## src/design/gpioUnit_params.svh

```systemverilog
// Sizes for the five-channel LED block; the register map assumes exactly five channels
// Changing a width here also changes the host register layout

`ifndef GPIO_UNIT_PARAMS_SVH
`define GPIO_UNIT_PARAMS_SVH

// Channels: two plain LEDs, then R, G, B
`define GPIO_LED_NUM	5

// Flash mode field width
`define GPIO_MODE_W		2

// Per-channel settings
`define GPIO_DUTY_W		8
`define GPIO_IV_W		16

// Host register port
`define GPIO_ADDR_W		4
`define GPIO_DATA_W		16

// Enable, mode, five duties, five intervals
`define GPIO_REG_NUM	12

`endif

```

## src/design/gpioCsrPkg.sv

```systemverilog
// Host-side register port types and the register map
// Addresses at or above the register count are unmapped

`include "gpioUnit_params.svh"

package gpioCsrPkg;

	typedef logic [`GPIO_ADDR_W-1:0] csrAddrT;
	typedef logic [`GPIO_DATA_W-1:0] csrDataT;

	// Write strobe, one cycle per access
	typedef struct packed
	{
		logic		we;
		csrAddrT	addr;
		csrDataT	wdata;
	} csrWriteT;

	// Read strobe, data returns on the next edge
	typedef struct packed
	{
		logic		re;
		csrAddrT	addr;
	} csrReadT;

	// --------------------------------------------------
	// Register map
	// --------------------------------------------------
	localparam csrAddrT ADDR_EN		= 4'd0;
	localparam csrAddrT ADDR_MODE	= 4'd1;
	// Duty of channel n at ADDR_DUTY0 + n
	localparam csrAddrT ADDR_DUTY0	= 4'd2;
	// Interval of channel n at ADDR_IV0 + n
	localparam csrAddrT ADDR_IV0	= 4'd7;

endpackage

```

## src/design/gpioLedPkg.sv

```systemverilog
// LED-side types shared by the register bank, timing engines and pin driver
// Mode is global to all channels

`include "gpioUnit_params.svh"

package gpioLedPkg;

	typedef logic [`GPIO_DUTY_W-1:0]	dutyT;
	typedef logic [`GPIO_IV_W-1:0]		ivT;
	typedef logic [`GPIO_LED_NUM-1:0]	ledEnT;

	// Shared flash mode
	typedef enum logic [`GPIO_MODE_W-1:0]
	{
		MODE_STEADY	= 2'd0,
		MODE_BLINK	= 2'd1,
		MODE_PWM	= 2'd2,
		MODE_SPARE	= 2'd3		// treated as steady
	} ledModeE;

	// Per-channel timing settings
	typedef struct packed
	{
		dutyT	duty;
		ivT		interval;
	} chanCfgT;

	// Settings common to the whole bank
	typedef struct packed
	{
		ledEnT		en;
		ledModeE	mode;
	} ledCtrlT;

endpackage

```

## src/design/gpioCsr.sv

```systemverilog
// Register bank with plain strobes; no handshake, every strobe is taken
// Unmapped writes are dropped and unmapped reads return zero

`timescale 1ns/1ns
`include "gpioUnit_params.svh"

module gpioCsr
(
	input  logic					iSysClk,
	input  logic					arstN,
	input  gpioCsrPkg::csrWriteT	csrWr,
	input  gpioCsrPkg::csrReadT		csrRd,
	output gpioCsrPkg::csrDataT		csrRdata,
	output gpioLedPkg::ledCtrlT		ledCtrl,
	output gpioLedPkg::chanCfgT		chanCfg [`GPIO_LED_NUM]
);

	gpioCsrPkg::csrDataT rdNext;

	// --------------------------------------------------
	// Write decode
	// --------------------------------------------------
	always_ff @(posedge iSysClk or negedge arstN)
	begin
		if (!arstN)
		begin
			ledCtrl.en <= '0;
			ledCtrl.mode <= gpioLedPkg::MODE_STEADY;
			for (int ch = 0; ch < `GPIO_LED_NUM; ch++)
			begin
				chanCfg[ch] <= '0;
			end
		end
		else if (csrWr.we)
		begin
			// Narrow registers keep the low bits only
			if (csrWr.addr == gpioCsrPkg::ADDR_EN)
			begin
				ledCtrl.en <= csrWr.wdata[`GPIO_LED_NUM-1:0];
			end
			if (csrWr.addr == gpioCsrPkg::ADDR_MODE)
			begin
				ledCtrl.mode <= gpioLedPkg::ledModeE'(csrWr.wdata[`GPIO_MODE_W-1:0]);
			end
			for (int ch = 0; ch < `GPIO_LED_NUM; ch++)
			begin
				if (csrWr.addr == gpioCsrPkg::ADDR_DUTY0 + gpioCsrPkg::csrAddrT'(ch))
				begin
					chanCfg[ch].duty <= csrWr.wdata[`GPIO_DUTY_W-1:0];
				end
				if (csrWr.addr == gpioCsrPkg::ADDR_IV0 + gpioCsrPkg::csrAddrT'(ch))
				begin
					chanCfg[ch].interval <= csrWr.wdata[`GPIO_IV_W-1:0];
				end
			end
		end
	end

	// --------------------------------------------------
	// Readback
	// --------------------------------------------------
	// Select and zero-extend the addressed register
	always_comb
	begin
		rdNext = '0;
		if (csrRd.addr < `GPIO_REG_NUM)
		begin
			if (csrRd.addr == gpioCsrPkg::ADDR_EN)
			begin
				rdNext = gpioCsrPkg::csrDataT'(ledCtrl.en);
			end
			if (csrRd.addr == gpioCsrPkg::ADDR_MODE)
			begin
				rdNext = gpioCsrPkg::csrDataT'(ledCtrl.mode);
			end
			for (int ch = 0; ch < `GPIO_LED_NUM; ch++)
			begin
				if (csrRd.addr == gpioCsrPkg::ADDR_DUTY0 + gpioCsrPkg::csrAddrT'(ch))
				begin
					rdNext = gpioCsrPkg::csrDataT'(chanCfg[ch].duty);
				end
				if (csrRd.addr == gpioCsrPkg::ADDR_IV0 + gpioCsrPkg::csrAddrT'(ch))
				begin
					rdNext = gpioCsrPkg::csrDataT'(chanCfg[ch].interval);
				end
			end
		end
	end

	// Holds the last read value until the next strobe
	always_ff @(posedge iSysClk or negedge arstN)
	begin
		if (!arstN)
		begin
			csrRdata <= '0;
		end
		else if (csrRd.re)
		begin
			csrRdata <= rdNext;
		end
	end

endmodule

```

## src/design/gpioTop.sv

```systemverilog
// LED control block top; host strobes in, five LED pins out
// RGB pins are active low, plain LED pins active high

`timescale 1ns/1ns
`include "gpioUnit_params.svh"

module gpioTop
(
	input  logic					iSysClk,
	input  logic					arstN,
	input  gpioCsrPkg::csrWriteT	csrWr,
	input  gpioCsrPkg::csrReadT		csrRd,
	output gpioCsrPkg::csrDataT		csrRdata,
	output logic [1:0]				led,
	output logic					ledR,
	output logic					ledG,
	output logic					ledB
);

	gpioLedPkg::ledCtrlT	ledCtrl;
	gpioLedPkg::chanCfgT	chanCfg [`GPIO_LED_NUM];
	gpioLedPkg::ledEnT		ivTick;
	gpioLedPkg::ledEnT		pwmLevel;

	// --------------------------------------------------
	// Register bank
	// --------------------------------------------------
	gpioCsr gpioCsr_i
	(
		.iSysClk	(iSysClk),
		.arstN		(arstN),
		.csrWr		(csrWr),
		.csrRd		(csrRd),
		.csrRdata	(csrRdata),
		.ledCtrl	(ledCtrl),
		.chanCfg	(chanCfg)
	);

	// Blink ticks and PWM levels
	ledTimingBank ledTimingBank_i
	(
		.iSysClk	(iSysClk),
		.arstN		(arstN),
		.ledCtrl	(ledCtrl),
		.chanCfg	(chanCfg),
		.ivTick		(ivTick),
		.pwmLevel	(pwmLevel)
	);

	// --------------------------------------------------
	// Pin driver
	// --------------------------------------------------
	ledDriver ledDriver_i
	(
		.iSysClk	(iSysClk),
		.arstN		(arstN),
		.ledCtrl	(ledCtrl),
		.ivTick		(ivTick),
		.pwmLevel	(pwmLevel),
		.led		(led),
		.ledR		(ledR),
		.ledG		(ledG),
		.ledB		(ledB)
	);

endmodule

```

## src/design/ledDriver.sv

```systemverilog
// Pin driver; channels 0-1 are active high, channels 2-4 (R, G, B) active low
// Pins are registered, one cycle after the inputs

`timescale 1ns/1ns
`include "gpioUnit_params.svh"

module ledDriver
(
	input  logic					iSysClk,
	input  logic					arstN,
	input  gpioLedPkg::ledCtrlT		ledCtrl,
	input  gpioLedPkg::ledEnT		ivTick,
	input  gpioLedPkg::ledEnT		pwmLevel,
	output logic [1:0]				led,
	output logic					ledR,
	output logic					ledG,
	output logic					ledB
);

	// Set bits mark the inverted RGB pins
	localparam gpioLedPkg::ledEnT ACT_LOW = 5'b11100;

	gpioLedPkg::ledEnT blinkTgl;
	gpioLedPkg::ledEnT drive;
	gpioLedPkg::ledEnT pinQ;

	// Flip on tick, cleared while disabled
	always_ff @(posedge iSysClk or negedge arstN)
	begin
		if (!arstN)
		begin
			blinkTgl <= '0;
		end
		else
		begin
			blinkTgl <= ledCtrl.en & (blinkTgl ^ ivTick);
		end
	end

	// --------------------------------------------------
	// Drive select
	// --------------------------------------------------
	always_comb
	begin
		case (ledCtrl.mode)
			gpioLedPkg::MODE_BLINK:	drive = blinkTgl;
			gpioLedPkg::MODE_PWM:	drive = pwmLevel;
			default:				drive = ledCtrl.en;
		endcase
	end

	// Physical pin levels, reset to all off
	always_ff @(posedge iSysClk or negedge arstN)
	begin
		if (!arstN)
		begin
			pinQ <= ACT_LOW;
		end
		else
		begin
			pinQ <= drive ^ ACT_LOW;
		end
	end

	assign led = pinQ[1:0];
	assign ledR = pinQ[2];
	assign ledG = pinQ[3];
	assign ledB = pinQ[4];

endmodule

```

## src/design/ledTimingBank.sv

```systemverilog
// One interval timer and one PWM counter per channel
// Counters run only while the channel is enabled and the mode uses them

`timescale 1ns/1ns
`include "gpioUnit_params.svh"

module ledTimingBank
(
	input  logic					iSysClk,
	input  logic					arstN,
	input  gpioLedPkg::ledCtrlT		ledCtrl,
	input  gpioLedPkg::chanCfgT		chanCfg [`GPIO_LED_NUM],
	output gpioLedPkg::ledEnT		ivTick,
	output gpioLedPkg::ledEnT		pwmLevel
);

	logic blinkMode;
	logic pwmMode;

	// Mode decode shared by every engine
	assign blinkMode = (ledCtrl.mode == gpioLedPkg::MODE_BLINK);
	assign pwmMode = (ledCtrl.mode == gpioLedPkg::MODE_PWM);

	for (genvar ch = 0; ch < `GPIO_LED_NUM; ch++)
	begin : gEngine

		gpioLedPkg::ivT		ivCnt;
		gpioLedPkg::dutyT	pwmCnt;
		logic				ivRun;
		logic				pwmRun;
		logic				ivWrap;

		assign ivRun = ledCtrl.en[ch] & blinkMode;
		assign pwmRun = ledCtrl.en[ch] & pwmMode;

		// --------------------------------------------------
		// Interval timer
		// --------------------------------------------------
		// Also wraps when a smaller interval is written mid-count
		assign ivWrap = (ivCnt >= chanCfg[ch].interval);

		always_ff @(posedge iSysClk or negedge arstN)
		begin
			if (!arstN)
			begin
				ivCnt <= '0;
			end
			else if (!ivRun)
			begin
				ivCnt <= '0;
			end
			else if (ivWrap)
			begin
				ivCnt <= '0;
			end
			else
			begin
				ivCnt <= ivCnt + 1'b1;
			end
		end

		// One pulse per interval+1 cycles
		assign ivTick[ch] = ivRun & ivWrap;

		// --------------------------------------------------
		// PWM counter
		// --------------------------------------------------
		// Free-running 8-bit period of 256 cycles
		always_ff @(posedge iSysClk or negedge arstN)
		begin
			if (!arstN)
			begin
				pwmCnt <= '0;
			end
			else if (!pwmRun)
			begin
				pwmCnt <= '0;
			end
			else
			begin
				pwmCnt <= pwmCnt + 1'b1;
			end
		end

		// High for duty cycles out of each period
		assign pwmLevel[ch] = pwmRun & (pwmCnt < chanCfg[ch].duty);

	end

endmodule

```

## config.mk

```make
export PLATFORM = sky130hd
export DESIGN_NAME = gpioTop
export DESIGN_NICKNAME = d
export VERILOG_FILES = /design/src/design/gpioCsrPkg.sv /design/src/design/gpioLedPkg.sv /design/src/design/gpioCsr.sv /design/src/design/gpioTop.sv /design/src/design/ledDriver.sv /design/src/design/ledTimingBank.sv
export VERILOG_INCLUDE_DIRS = /design/src /design/src/design
export SDC_FILE = /design/constraint.sdc
export NUM_CORES = 1
export LEC_CHECK = 0
export BUFFER_PORTS_ARGS = -buffer_cell sky130_fd_sc_hd__buf_2
export CORE_MARGIN = 1
export CORE_UTILIZATION = 57
export DETAILED_ROUTE_END_ITERATION = 6
export GPL_ROUTABILITY_DRIVEN = 0
export GPL_TIMING_DRIVEN = 0
export PLACE_DENSITY = 0.77
export SYNTH_ARGS = -nofsm -noshare
export SYNTH_HDL_FRONTEND = slang
export SYNTH_HIERARCHICAL = 1
export SYNTH_SLANG_ARGS = --single-unit
```

## constraint.sdc

```tcl
create_clock -name iSysClk -period 2 [get_ports iSysClk]
set_input_delay 0.3 -clock iSysClk [delete_from_list [all_inputs] [get_ports iSysClk]]
set_output_delay 0.3 -clock iSysClk [all_outputs]
set_load 0.01 [all_outputs]
```

==> flow_summary.ini <==
[run_status]
outcome = finished, violations left
violations = design-rule violations, negative setup slack

[min_path]
hp-class = in2reg

[setup_path]
cp.arrival_ps = 2630
critPathKind = reg2reg
cp_max_fo = 5
startpoint_type = register
cp.required_ps = 2490
cp-end-kind = register

[yosys]
ys_seq_area_frac = 0.445
synth_top_family_by_area = simple AND/OR/NAND/NOR gates
syn_nets = 1660
ys_types = 71
synth_xor_area_frac = 0.0598
ys_ff_latch = 273
synth_ff_type = dfrtp_1
synth.area.mux_share = 0.102
synth.avg_cell_area_um2 = 10.2
synth-simple-area-share = 0.144
synth_edf_count = 0
ys_warn_count = 6
synth_compound_area_frac = 0.0964
syn_inst = 1505
syn_area_mm2 = 0.0154
postSynth.asyncResetShare = 1.00
synth_fa_ha_area_frac = 0.103

[cells_and_area]
instances_no_fill = 2031
synthToLayoutAreaGrowth_pct = 21.2
fin_nets = 1826
final_layout_size_suffix_gt1_frac = 0.279

[detailed_routing]
ant_nets = 0
wl_met1_um = 17400
met3RoutedLength_um = 2940
drc = 15
via_per_inst = 6.22
vias = 12623
wl_per_cell_um = 21.3
routed_wl_um = 43300
first_pass_iters = 7
route.met2.wl_um = 20600
drt-initial-drc-count = 1149
dr.max_layer_used = met4

[sta]
timing.final.crit_share = 1.07
fin_ws_ps = -144
fmax_mhz = 466
worst_slew_pin_slew_ps = 937
rsz0062_at_grt = yes
finalSetupTns_ps = -4890
hold_viol = 0
slew_headroom = 0.371
drv_slew = 0
period_needed_ps = 2140
skew_ps = 12.3
finalSetupViolations = 53

[clocking]
clk_pin_slew_ps = 70
cts_root_buf = clkbuf_16
h-tree-depth = 1
cts_sinks = 273
cts_tree = yes
clk_path_buf_depth = 3
cts_buffers = 30
clk_latency_ps = 560

[die]
floorplan.initialDensity = 0.585
fp.dieW_um = 166
std_cell_rows = 59
coreArea_mm2 = 0.0263
die_height_um = 166
dieArea_mm2 = 0.0276
ios = 49

[global_route]
grt_antenna_before_repair = 2
grt_pass1_wl_um = 64700
track_usage = 0.294
grt-ovfl-total = 0
grt_max_degree = 121
grt_pass1_vias = 12080

[pwr]
power.total_w = 0.0167
p_leak_nw = 8.48
ir_worst_vdd_mv = 0.667
pwr_density_cell_mw_per_mm2 = 896

[place]
dp_cells = 1886
dp_slack_ps = -426
dp_hpwl_um = 28300
portBuffers = 44

[job]
maxCapViolations = 0
==> synth_stat cells, drive strengths merged, types with 4 or more instances <==
cell     count  area, um^2
a211oi      11        82.6
nand2       76         285
a31oi        6        37.5
ha         127        1590
a22o         4        35.0
buf         23         135
inv        144         541
a21o         8        60.1
mux2       126        1420
nor2b       10        62.6
a22oi       12        90.1
nand4       34         213
nor3b        5        47.5
o21ai       57         285
xor2        70         613
nand2b      15        93.8
clkbuf      25        93.8
o22ai       12        75.1
a221o        5        50.1
o2bb2ai     14         123
dfrtp      270        6760
a222oi       7        70.1
mux2i        8        80.1
and3        28         175
nor4         7        43.8
o21a         5        37.5
xnor2       35         307
nor3        26         135
and4         5        43.8
and2         9        56.3
a221oi       5        43.8
o221ai       5        43.8
nand3b       4        30.0
nor2       174         718
a21oi       45         225
nand3       49         245
==> logic make-up (layout without fill, tap and decap cells) <==
family                   after synthesis  count (layout)
AO/OA/AOI/OAI                        221             221
adder cells (fa/ha/maj)              127             127
buffers and inverters                193             382
other                                  0               2
flip-flops                           273             273
XOR/XNOR                             105             105
multiplexers                         137             137
AND/OR/NAND/NOR                      449             449
==> worst max-delay path, stage by stage (launching register included) <==
cell and delay, ps:
dfrtp_1 400, inv_1 80, ha_1 330, a21oi_2 160
o21a_1 140, o2bb2ai_1 80, or4b_4 630, buf_12 190
nor2_4 70
==> worst paths after layout <==
kind                                                      from  slack (ps)  depth (start not counted)                                   end
hold reg to reg            ledTimingBank_i/gEngine[3].ivCnt[0]         490                          1   ledTimingBank_i/gEngine[3].ivCnt[0]
setup / recovery                          gpioCsr_i/chanCfg[9]        -140                          8   ledTimingBank_i/gEngine[4].ivCnt[7]
setup reg to reg                          gpioCsr_i/chanCfg[9]        -140                          8   ledTimingBank_i/gEngine[4].ivCnt[7]
min in group asynchronous                                arstN         250                          2  ledTimingBank_i/gEngine[0].pwmCnt[7]
hold / removal                                        csrWr[3]          10                          2                 gpioCsr_i/chanCfg[91]
max in group asynchronous                                arstN         380                          4   ledTimingBank_i/gEngine[4].ivCnt[7]
==> area by class of cell <==
cell class / instances / area (um^2)
plain buffers: 47 / 250
well taps: 335 / 419
clock inverters: 8 / 115
multi-input cells: 1039 / 8490
repair buffers: 135 / 1030
diodes: 2 / 5.00
flip-flops and latches: 273 / 6850
inverters: 145 / 544
fillers: 1758 / 7650
clock buffers: 47 / 926
==> per-layer routing <==
layer,vias to the layer above,GRT usage
li1,5617,-
met1,6283,0.382
met2,559,0.489
met3,164,0.0443
met4,0,0.127
met5,-,0
==> cells in the final DEF, fill, tap and decap left out, drive strengths merged, types with 12 or more instances in the layout <==
master,instances
a21oi,45
a22oi,12
and3,28
buf,156
clkbuf,71
dfrtp,270
ha,127
inv,144
mux2,126
nand2,76
nand2b,15
nand3,49
nand4,34
nor2,174
nor3,26
o21ai,57
o22ai,12
o2bb2ai,14
xnor2,35
xor2,70
==> what timing repair did <==
item | in CTS | in global routing
pin swaps | 34 | 53
buffers inserted | 31 | 53
resized for setup | 55 | 127
setup endpoints to repair | 80 | 89
cloned | 2 | 2
hold buffers | 2 | 0
hold endpoints to repair | 54 | 0
==> report_power, final <==
part           switching [W]  leakage, nW  internal [W]  total, W
clock network        0.00228        0.517       0.00354   0.00581
registers           0.000781         3.55       0.00626   0.00704
logic                0.00208         4.42       0.00176   0.00384
total                0.00514         8.48        0.0116    0.0167
==> flip-flops by register name, summed over array words and instances, names as in the netlist <==
| register | cells |
|---|---|
| gpioCsr_i/ledCtrl | 7 |
| ledTimingBank_i/gEngine.ivCnt | 80 |
| ledDriver_i/pinQ | 5 |
| ledDriver_i/blinkTgl | 5 |
| ledTimingBank_i/gEngine.pwmCnt | 40 |
| gpioCsr_i/chanCfg | 120 |
| gpioCsr_i/csrRdata | 16 |
==> per-stage QoR <==
| stage | util | hold WS [ps] | area (um^2) |
|---|---|---|---|
| after floorplan | - | 4.41 | 15400 |
| after detailed placement | 0.612 | 241 | 16100 |
| after global routing | 0.709 | 17.5 | 18600 |
| after global placement | 0.609 | 481 | 16000 |
| final | 0.709 | 13.8 | 18600 |
| after CTS | 0.671 | 1.27 | 17600 |
No activity file was read; power rests on OpenSTA's default activity.
